`src/logic/mem_pkg.sv`:
```
package mem_pkg;

  // data word width in bits
  localparam int WIDTH = 16;

  // logical banks seen by the address decode
  localparam int NUMVBNK = 4;
  localparam int BITVBNK = 2;

  // physical banks hold every logical bank plus one spare per row
  localparam int NUMPBNK = NUMVBNK + 1;
  localparam int BITPBNK = 3;

  // rows in each bank
  localparam int NUMVROW = 16;
  localparam int BITVROW = 4;

  // the logical bank index sits above the row index in an address
  localparam int BITADDR = BITVBNK + BITVROW;

  typedef logic [WIDTH-1:0]   data_t;
  typedef logic [BITVROW-1:0] row_t;
  typedef logic [BITVBNK-1:0] vbank_t;
  typedef logic [BITPBNK-1:0] pbank_t;
  typedef logic [BITADDR-1:0] addr_t;

  // one access to a single-port bank
  // at most one of read and write is set in any cycle
  typedef struct packed {
    logic  read;
    logic  write;
    row_t  row;
    data_t data;
  } bank_req_t;

  // row entry of the bank map
  // slot holds the physical bank of each logical bank and free_slot
  // names the one physical bank that holds no live word in this row
  typedef struct packed {
    pbank_t                   free_slot;
    pbank_t [NUMVBNK-1:0]     slot;
  } row_map_t;

endpackage
```
`src/logic/mem_1r1w_top.sv`:
```
module mem_1r1w_top
  import mem_pkg::*;
(
  input  logic  clk,
  input  logic  rst,

  // read port
  input  logic  read,
  input  addr_t rd_adr,

  // write port
  input  logic  write,
  input  addr_t wr_adr,
  input  data_t din,

  // read result one cycle after the read
  output logic  rd_vld,
  output data_t rd_dout
);

  // lookups between steering and the bank map
  vbank_t rd_vbank;
  vbank_t wr_vbank;
  row_t   rd_row;
  row_t   wr_row;
  pbank_t rd_pbank;
  pbank_t wr_pbank;
  pbank_t wr_free;
  logic   swap;

  // physical bank traffic
  bank_req_t bank_req  [NUMPBNK];
  data_t     bank_dout [NUMPBNK];

  port_steer port_steer_inst (
    .clk       (clk),
    .rst       (rst),
    .read      (read),
    .rd_adr    (rd_adr),
    .write     (write),
    .wr_adr    (wr_adr),
    .din       (din),
    .rd_pbank  (rd_pbank),
    .wr_pbank  (wr_pbank),
    .wr_free   (wr_free),
    .rd_vbank  (rd_vbank),
    .wr_vbank  (wr_vbank),
    .rd_row    (rd_row),
    .wr_row    (wr_row),
    .swap      (swap),
    .bank_req  (bank_req),
    .bank_dout (bank_dout),
    .rd_vld    (rd_vld),
    .rd_dout   (rd_dout)
  );

  bank_map bank_map_inst (
    .clk      (clk),
    .rst      (rst),
    .rd_vbank (rd_vbank),
    .rd_row   (rd_row),
    .wr_vbank (wr_vbank),
    .wr_row   (wr_row),
    .swap     (swap),
    .rd_pbank (rd_pbank),
    .wr_pbank (wr_pbank),
    .wr_free  (wr_free)
  );

  // the logical banks plus the spare, all alike
  for (genvar i = 0; i < NUMPBNK; i++) begin : g_bank
    bank_sram bank_sram_inst (
      .clk  (clk),
      .req  (bank_req[i]),
      .dout (bank_dout[i])
    );
  end

endmodule

```
`src/logic/port_steer.sv`:
```
module port_steer
  import mem_pkg::*;
(
  input  logic      clk,
  input  logic      rst,

  // outside read port
  input  logic      read,
  input  addr_t     rd_adr,

  // outside write port
  input  logic      write,
  input  addr_t     wr_adr,
  input  data_t     din,

  // answers from the bank map
  input  pbank_t    rd_pbank,
  input  pbank_t    wr_pbank,
  input  pbank_t    wr_free,

  // lookups and swap strobe to the bank map
  output vbank_t    rd_vbank,
  output vbank_t    wr_vbank,
  output row_t      rd_row,
  output row_t      wr_row,
  output logic      swap,

  // physical bank ports
  output bank_req_t bank_req [NUMPBNK],
  input  data_t     bank_dout [NUMPBNK],

  // read result
  output logic      rd_vld,
  output data_t     rd_dout
);

  // physical bank the write actually goes to
  pbank_t wr_dest;

  // bank that served the read in the previous cycle
  pbank_t rd_sel;
  logic   rd_vld_q;

  // split the addresses into logical bank and row
  assign rd_vbank = rd_adr[BITADDR-1 -: BITVBNK];
  assign rd_row   = rd_adr[BITVROW-1:0];
  assign wr_vbank = wr_adr[BITADDR-1 -: BITVBNK];
  assign wr_row   = wr_adr[BITVROW-1:0];

  // a write collides with the read when both map to the same physical bank
  // rows may differ since a single-port bank takes only one access anyway
  assign swap = read && write && (wr_pbank == rd_pbank);

  // on a collision the write moves to the free slot of its row
  // that slot is never wr_pbank, so it cannot be the read bank either
  assign wr_dest = swap ? wr_free : wr_pbank;

  // build one request per physical bank
  always_comb begin
    for (int p = 0; p < NUMPBNK; p++) begin
      bank_req[p].read  = read && (rd_pbank == pbank_t'(p));
      bank_req[p].write = write && (wr_dest == pbank_t'(p));
      bank_req[p].data  = din;
      if (bank_req[p].read) begin
        bank_req[p].row = rd_row;
      end else begin
        bank_req[p].row = wr_row;
      end
    end
  end

  // read valid follows the read strobe by one cycle
  always_ff @(posedge clk) begin
    if (rst) begin
      rd_vld_q <= 1'b0;
    end else begin
      rd_vld_q <= read;
    end
  end

  // remember which bank holds the read word for the output mux
  always_ff @(posedge clk) begin
    if (read) begin
      rd_sel <= rd_pbank;
    end
  end

  assign rd_vld  = rd_vld_q;
  assign rd_dout = bank_dout[rd_sel];

endmodule

```
`src/logic/bank_map.sv`:
```
module bank_map
  import mem_pkg::*;
(
  input  logic   clk,
  input  logic   rst,

  // read side lookup
  input  vbank_t rd_vbank,
  input  row_t   rd_row,

  // write side lookup
  input  vbank_t wr_vbank,
  input  row_t   wr_row,

  // exchange the written bank's slot with the free slot of wr_row
  input  logic   swap,

  output pbank_t rd_pbank,
  output pbank_t wr_pbank,
  output pbank_t wr_free
);

  // one entry per row with a slot per logical bank and the spare slot
  row_map_t map_mem [NUMVROW];

  // entries addressed by the two ports
  row_map_t rd_entry;
  row_map_t wr_entry;

  // the lookup is combinational from the table registers
  always_comb begin
    rd_entry = map_mem[rd_row];
    wr_entry = map_mem[wr_row];
  end

  assign rd_pbank = rd_entry.slot[rd_vbank];
  assign wr_pbank = wr_entry.slot[wr_vbank];
  assign wr_free  = wr_entry.free_slot;

  // reset puts every row back to the identity map
  // logical bank k lives in physical bank k and the spare bank is free
  always_ff @(posedge clk) begin
    if (rst) begin
      for (int r = 0; r < NUMVROW; r++) begin
        for (int k = 0; k < NUMVBNK; k++) begin
          map_mem[r].slot[k] <= pbank_t'(k);
        end
        map_mem[r].free_slot <= pbank_t'(NUMVBNK);
      end
    end else if (swap) begin
      // the written word now lives in the old free slot
      map_mem[wr_row].slot[wr_vbank] <= wr_free;
      // and the slot it left behind holds stale data, so it becomes free
      map_mem[wr_row].free_slot      <= wr_pbank;
    end
  end

endmodule

```
`src/logic/bank_sram.sv`:
```
module bank_sram
  import mem_pkg::*;
(
  input  logic      clk,
  input  bank_req_t req,
  output data_t     dout
);

  // storage array of one physical bank
  data_t mem [NUMVROW];

  // read data register
  // it only loads on a read so the last word stays on dout otherwise
  data_t dout_q;

  // write lands at the clock edge
  always_ff @(posedge clk) begin
    if (req.write) begin
      mem[req.row] <= req.data;
    end
  end

  // registered read with one cycle of latency
  always_ff @(posedge clk) begin
    if (req.read) begin
      dout_q <= mem[req.row];
    end
  end

  assign dout = dout_q;

endmodule

```
`config.mk`:
```
export PLATFORM = sky130hd
export DESIGN_NAME = mem_1r1w_top
export DESIGN_NICKNAME = d
export VERILOG_FILES = /design/src/logic/mem_pkg.sv /design/src/logic/mem_1r1w_top.sv /design/src/logic/port_steer.sv /design/src/logic/bank_map.sv /design/src/logic/bank_sram.sv
export SDC_FILE = /design/constraint.sdc
export NUM_CORES = 2
export LEC_CHECK = 0
export ABC_AREA = 1
export BUFFER_PORTS_ARGS = -buffer_cell sky130_fd_sc_hd__buf_2
export CAP_MARGIN = 20
export CORE_ASPECT_RATIO = 0.6
export CORE_MARGIN = 8
export CORE_UTILIZATION = 50
export CTS_CLUSTER_SIZE = 14
export DETAILED_ROUTE_END_ITERATION = 8
export GPL_ROUTABILITY_DRIVEN = 0
export GPL_TIMING_DRIVEN = 1
export PLACE_DENSITY = 0.65
export SLEW_MARGIN = 0
export SYNTH_ARGS = -nofsm -noshare
export SYNTH_HDL_FRONTEND = slang
export SYNTH_SLANG_ARGS = --single-unit
```
`constraint.sdc`:
```
create_clock -name clk -period 5.5 [get_ports clk]
set_clock_uncertainty 0.15 [all_clocks]
set_input_delay 0.55 -clock clk [delete_from_list [all_inputs] [get_ports clk]]
set_output_delay 0.55 -clock clk [all_outputs]
set_load 0.005 [all_outputs]
```
==> After elaboration in Yosys (flattened, before gate mapping) <==
Memories as Yosys holds them, arrays and structs flattened. A register that Yosys moved wholly into a read port is not among the register bits.
Cells that the tools add are included.
{ "word_totals": {"reg_bits": 4, "latchBits": 0, "ram_bits": 1520, "rom_bits": 0, "output_inout_bits": 17, "memories": 6} }
{ "classes": {"addsub": 0, "multipliers": 0, "div": 0, "magnitude_cmp": 4, "eq_ne": 9, "shifts": 0, "n_mux": 34, "bitwise": 1, "reduce_logical": 16} }
{ "memory_table": {"columns": ["name", "depth", "width", "rd", "rd_ports_with_merged_regs", "write_ports", "line_no", "text"], "rows": [
  ["g_bank[0].bank_sram_inst.mem", 16, 16, 1, 1, 1, "bank_sram.sv:10", "data_t mem [NUMVROW];"],
  ["g_bank[1].bank_sram_inst.mem", 16, 16, 1, 1, 1, "bank_sram.sv:10", null],
  ["g_bank[2].bank_sram_inst.mem", 16, 16, 1, 1, 1, "bank_sram.sv:10", null],
  ["g_bank[3].bank_sram_inst.mem", 16, 16, 1, 1, 1, "bank_sram.sv:10", null],
  ["g_bank[4].bank_sram_inst.mem", 16, 16, 1, 1, 1, "bank_sram.sv:10", null],
  ["bank_map_inst.map_mem", 16, 15, 2, 0, 16, "bank_map.sv:24", "row_map_t map_mem [NUMVROW];"]
]} }
{ "op_table": {"columns": ["operator", "count"], "rows": [
  ["binary-select mux 16 bit (select 3 bit)", 1],
  ["2-to-1 mux 16 bit", 2],
  ["2-to-1 mux 4 bit", 6],
  ["2-to-1 mux 1 bit", 15],
  ["2-to-1 mux 15 bit", 1],
  ["OR reduction 15 bit", 1],
  ["logical AND 1 bit", 13],
  ["2-to-1 mux 13 bit", 1],
  ["binary-select mux 3 bit (select 2 bit)", 2],
  ["== test 3 x 2 -> 1 bit (second input constant)", 4],
  ["2-to-1 mux 12 bit", 1],
  ["2-to-1 mux 3 bit", 4],
  ["demux 3 bit (select 2 bit)", 1],
  ["== test 3 x 1 -> 1 bit (second input constant)", 2],
  ["== test 3 bit (second input constant)", 2],
  ["logical NOT 3 bit", 2],
  ["less-than comparator 2 x 3 -> 1 bit (second input constant)", 2],
  ["greater-or-equal comparator 4 bit (second input constant)", 1],
  ["inverter 3 -> 4 bit", 1],
  ["== test 3 bit", 1],
  ["greater-or-equal comparator 2 x 1 -> 1 bit (second input constant)", 1]
]} }

==> Longest topological paths before layout <==
An unclocked memory read counts as a cell.
{ "logic_depth": {"ltp_word": 10, "ltp_mapped": 26, "depth_no_buf": 22} }

==> By module <==
A second synthesis with hierarchy kept.
{ "hier_totals": {"hier_cells": 7518, "hier_area_um2": 72221.8} }
{ "by_module_without_submodules": {"columns": ["mod", "n_inst", "cells_each", "area_per_inst_um2"], "rows": [
  ["bank_sram", 5, 1070, 11312.1],
  ["bank_map", 1, 1803, 13666.9],
  ["port_steer", 1, 365, 1994.4]
]} }

==> Least setup slack after synthesis <==
Ideal clock, no wire load.
{ "synth_path": {"kind": "in2reg", "start": "input rd_adr[2]", "end": "memory g_bank[3].bank_sram_inst.mem[9][0] in the netlist's numbering (enable)", "setup_time_ns": 0.388, "arrival_ns": 3.490, "setup_slack_ns": 1.471, "stages": 20, "cell_sequence": "buf_2 > inv_2 > buf_2 > nand3_1 > nand2_1 > nand2_1 > nand3_1 > nand3_1 > nand2_2 > nand2_1 > inv_2 > nand2_2 > clkinv_2 > nand2_1 > o21ai_2 > inv_2 > nor2_4 > buf_2 > nand2_1 > nor2_1"} }
{ "synth_rtl": {"columns": ["element", "line_no", "text"], "rows": [
  ["start: declaration", "mem_1r1w_top.sv:9", "input addr_t rd_adr,"],
  ["end: declaration", "bank_sram.sv:10", null]
]} }

==> results.toml <==
[status]
status = "complete, no violations"

[sta]
finalHoldViolations = 0
min_period_over_period_pct = 86.1
relSlewSlack_pct = 29.3
drv_slew = 0
fin_tns_setup_ns = 0
final-setup-viol-count = 0
worst_pin_slew_ns = 1.06
hold_slack_ns = 0.0658
fmax_mhz = 211
worst_slack_ns = 0.763
rsz0062_at_grt = "no"
fin_crit_ns = 4.74

[route]
first_iter_violations = 7625
ant_nets = 0
postRouteWirelength_mm = 208
vias_per_cell = 5.60
drc = 0
dr.pass1.iters = 6
num_vias = 52388
wire_per_inst_um = 22.2

[synth]
ys_types = 29
yosysWarnings = 0
synthFlopType = "edfxtp_1"
synth_seq_cells = 1604
syn-num-nets = 7344
netlist_area_mm2 = 0.0718
synthCells = 7312
syn_area_per_cell_um2 = 9.81
async_flop_share_pct = 0
synth_edf_count = 1603
yosysSeqAreaShare_pct = 67.1

[clocking]
cts_tree = "done"
clk-insertion-delay-late_ns = 0.79
clk_pin_slew_worst_paths_ns = 0.06
numCtsBuffers = 148
clock_sinks = 1604
ctsRootBufferMaster = "clkbuf_16"
cts_max_path_buffers = 3
htreeDepth = 4

[grt]
overflow = 0
grt_pass1_vias = 48412
antenna_found_initial = 13
grt_pass1_wl_mm = 310
grt_use_total_pct = 26.0
grt_max_degree = 113

[floorplan]
core_mm2 = 0.142
die_y_um = 309
ioPinCount = 49
dieArea_mm2 = 0.156
rows = 107
die_w_um = 505
initial_core_util_pct = 50.5

[final_layout]
fin_cells = 9356
nNetsFinal = 7359
final_area_mm2 = 0.0794
area_growth_pct = 10.6
fillers = 12236
drive_above_1_share_pct = 8.17
utilization_pct = 55.8

[placed_design]
hpwl_mm = 131
dp.cells = 9078
dpl_worst_slack_ns = 0.146
place_area_mm2 = 0.0746
portBuffers = 48

[hold_path]
min_delay_worst_endpoint = "g_bank[2].bank_sram_inst.mem[2][6]"
hp-start = "din[6]"
hold_depth = 1
hold_path.class = "in -> reg"

[critical_path]
rr_endpoint = "g_bank[2].bank_sram_inst.mem[6][15]"
worstSetupPathType = "reg -> reg"
endpoint_kind = "register"
arrival_ns = 5.05
cp.required_ns = 5.81
worstRegToRegCells = 16
reg2reg_slack_ns = 0.76
crit_path_start_kind = "register"
rr_startpoint = "bank_map_inst.map_mem[6][9]"
cp-startpoint = "bank_map_inst.map_mem[6][9]"
cp_max_fo = 18

[power_and_ir_drop]
peakVddDrop_uv = 324
power_mw = 26.9
p_per_area_mw_per_mm2 = 339
p_leak_nw = 32.3

[run]
max_cap_violations = 0
-- kinds of logic after synthesis --
kind of cell           count (synthesis)  synth area share [%]
buffers and inverters                693                  4.20
AO/OA/AOI/OAI                        117                  1.10
flip-flops                          1604                  67.1
AND/OR/NAND/NOR                     4898                  27.6
-- area by class of cell --
cell class | count | area, um^2 | share of cell area (%)
clock inverters | 76 | 797 | 1.00
repair buffers | 272 | 2300 | 2.89
flip-flops and latches | 1604 | 48200 | 60.7
inverters | 286 | 1080 | 1.36
diodes | 9 | 22.5 | 0.0284
clock buffers | 187 | 3890 | 4.90
well taps | 1907 | 2390 | 3.01
multi-input cells | 5015 | 20800 | 26.1
-- per-layer routing --
metal / global-route usage (%) / up-vias / wire, um
met4: 7.23 / 4 / 5250
met3: 6.70 / 300 / 26800
met5: 0 / - / 32
li1: - / 24179 / -
met2: 35.0 / 2969 / 82400
met1: 41.1 / 24936 / 93100
-- worst max-delay path, stage by stage (launching register included) --
cell,delay [ns]
edfxtp_1,0.49
nand2_1,0.12
nand4_1,0.12
nand2_1,0.08
nand2_1,0.04
o21ai_0,0.36
nand2_1,0.15
nor2_2,0.84
nand2_1,0.10
nand2_1,0.12
nor2_2,0.06
nand2_2,0.13
o21ai_0,0.11
nor2_1,0.50
nand2_1,0.48
nor2_1,0.28
buf_4,0.28
-- synthesized netlist by cell type, types with 24 or more instances --
| cell type | instances | area [um^2] |
|---|---|---|
| buf_1 | 24 | 90.1 |
| clkbuf_1 | 144 | 541 |
| buf_2 | 215 | 1080 |
| inv_2 | 48 | 180 |
| nor2_4 | 27 | 304 |
| edfxtp_1 | 1603 | 48100 |
| inv_1 | 215 | 807 |
| nor2_1 | 294 | 1100 |
| nand3_1 | 769 | 3850 |
| a21oi_1 | 30 | 150 |
| nand2_1 | 3723 | 14000 |
| nand4_1 | 52 | 325 |
| a22oi_1 | 24 | 180 |
-- where the power goes --
group	switching, mW	internal, mW
sequential	0.0908	13.6
clock	4.61	5.58
combinational	2.27	0.721
total	6.97	19.9
-- layout by cell type (no fill, tap or decap), types with 5 or more instances in the layout --
cell type and instances:
nand2_1 3711, edfxtp_1 1603, nand3_1 763, nor2_1 293
inv_1 214, buf_4 211, clkbuf_16 150, nand4_1 52
clkinv_1 50, inv_2 48, clkbuf_1 37, buf_2 31
nor2_4 30, a21oi_1 30, a22oi_1 24, buf_12 24
clkinv_2 22, o21ai_0 20, nand2_2 18, a221o_1 15
nor2_2 13, o21ai_1 12, bufinv_16 11, nand2_4 10
diode_2 9, o21ai_4 7, o21ai_2 7, inv_6 6
dlygate4sd3_1 5
-- how the worst max path moves through the flow --
| stage | slack (ns) | cells after the start | end |
|---|---|---|---|
| floorplan | 1.47 | 20 | g_bank[3].bank_sram_inst.mem[9][0] |
| global placement | 0.17 | 20 | g_bank[2].bank_sram_inst.mem[6][15] |
| detailed placement | 0.15 | 21 | g_bank[2].bank_sram_inst.mem[6][14] |
| CTS | 0.90 | 16 | g_bank[2].bank_sram_inst.mem[6][0] |
| global route | 0.63 | 20 | g_bank[2].bank_sram_inst.mem[6][15] |
| finish | 0.76 | 16 | g_bank[2].bank_sram_inst.mem[6][15] |
-- timing repair --
action | 4_1_cts | 5_1_grt
endpoints found under the hold margin | 36 | 0
resized for setup | 0 | 0
buffers inserted | 0 | 0
hold buffers | 5 | 0
-- registers in the layout (all words and copies together) (netlist names) --
register and flops:
g_bank.bank_sram_inst.mem 1280, g_bank.bank_sram_inst.dout 80, port_steer_inst.rd_sel 3, port_steer_inst.rd_vld 1, bank_map_inst.map_mem 240
Note: power is estimated with default switching activity, not from simulation.
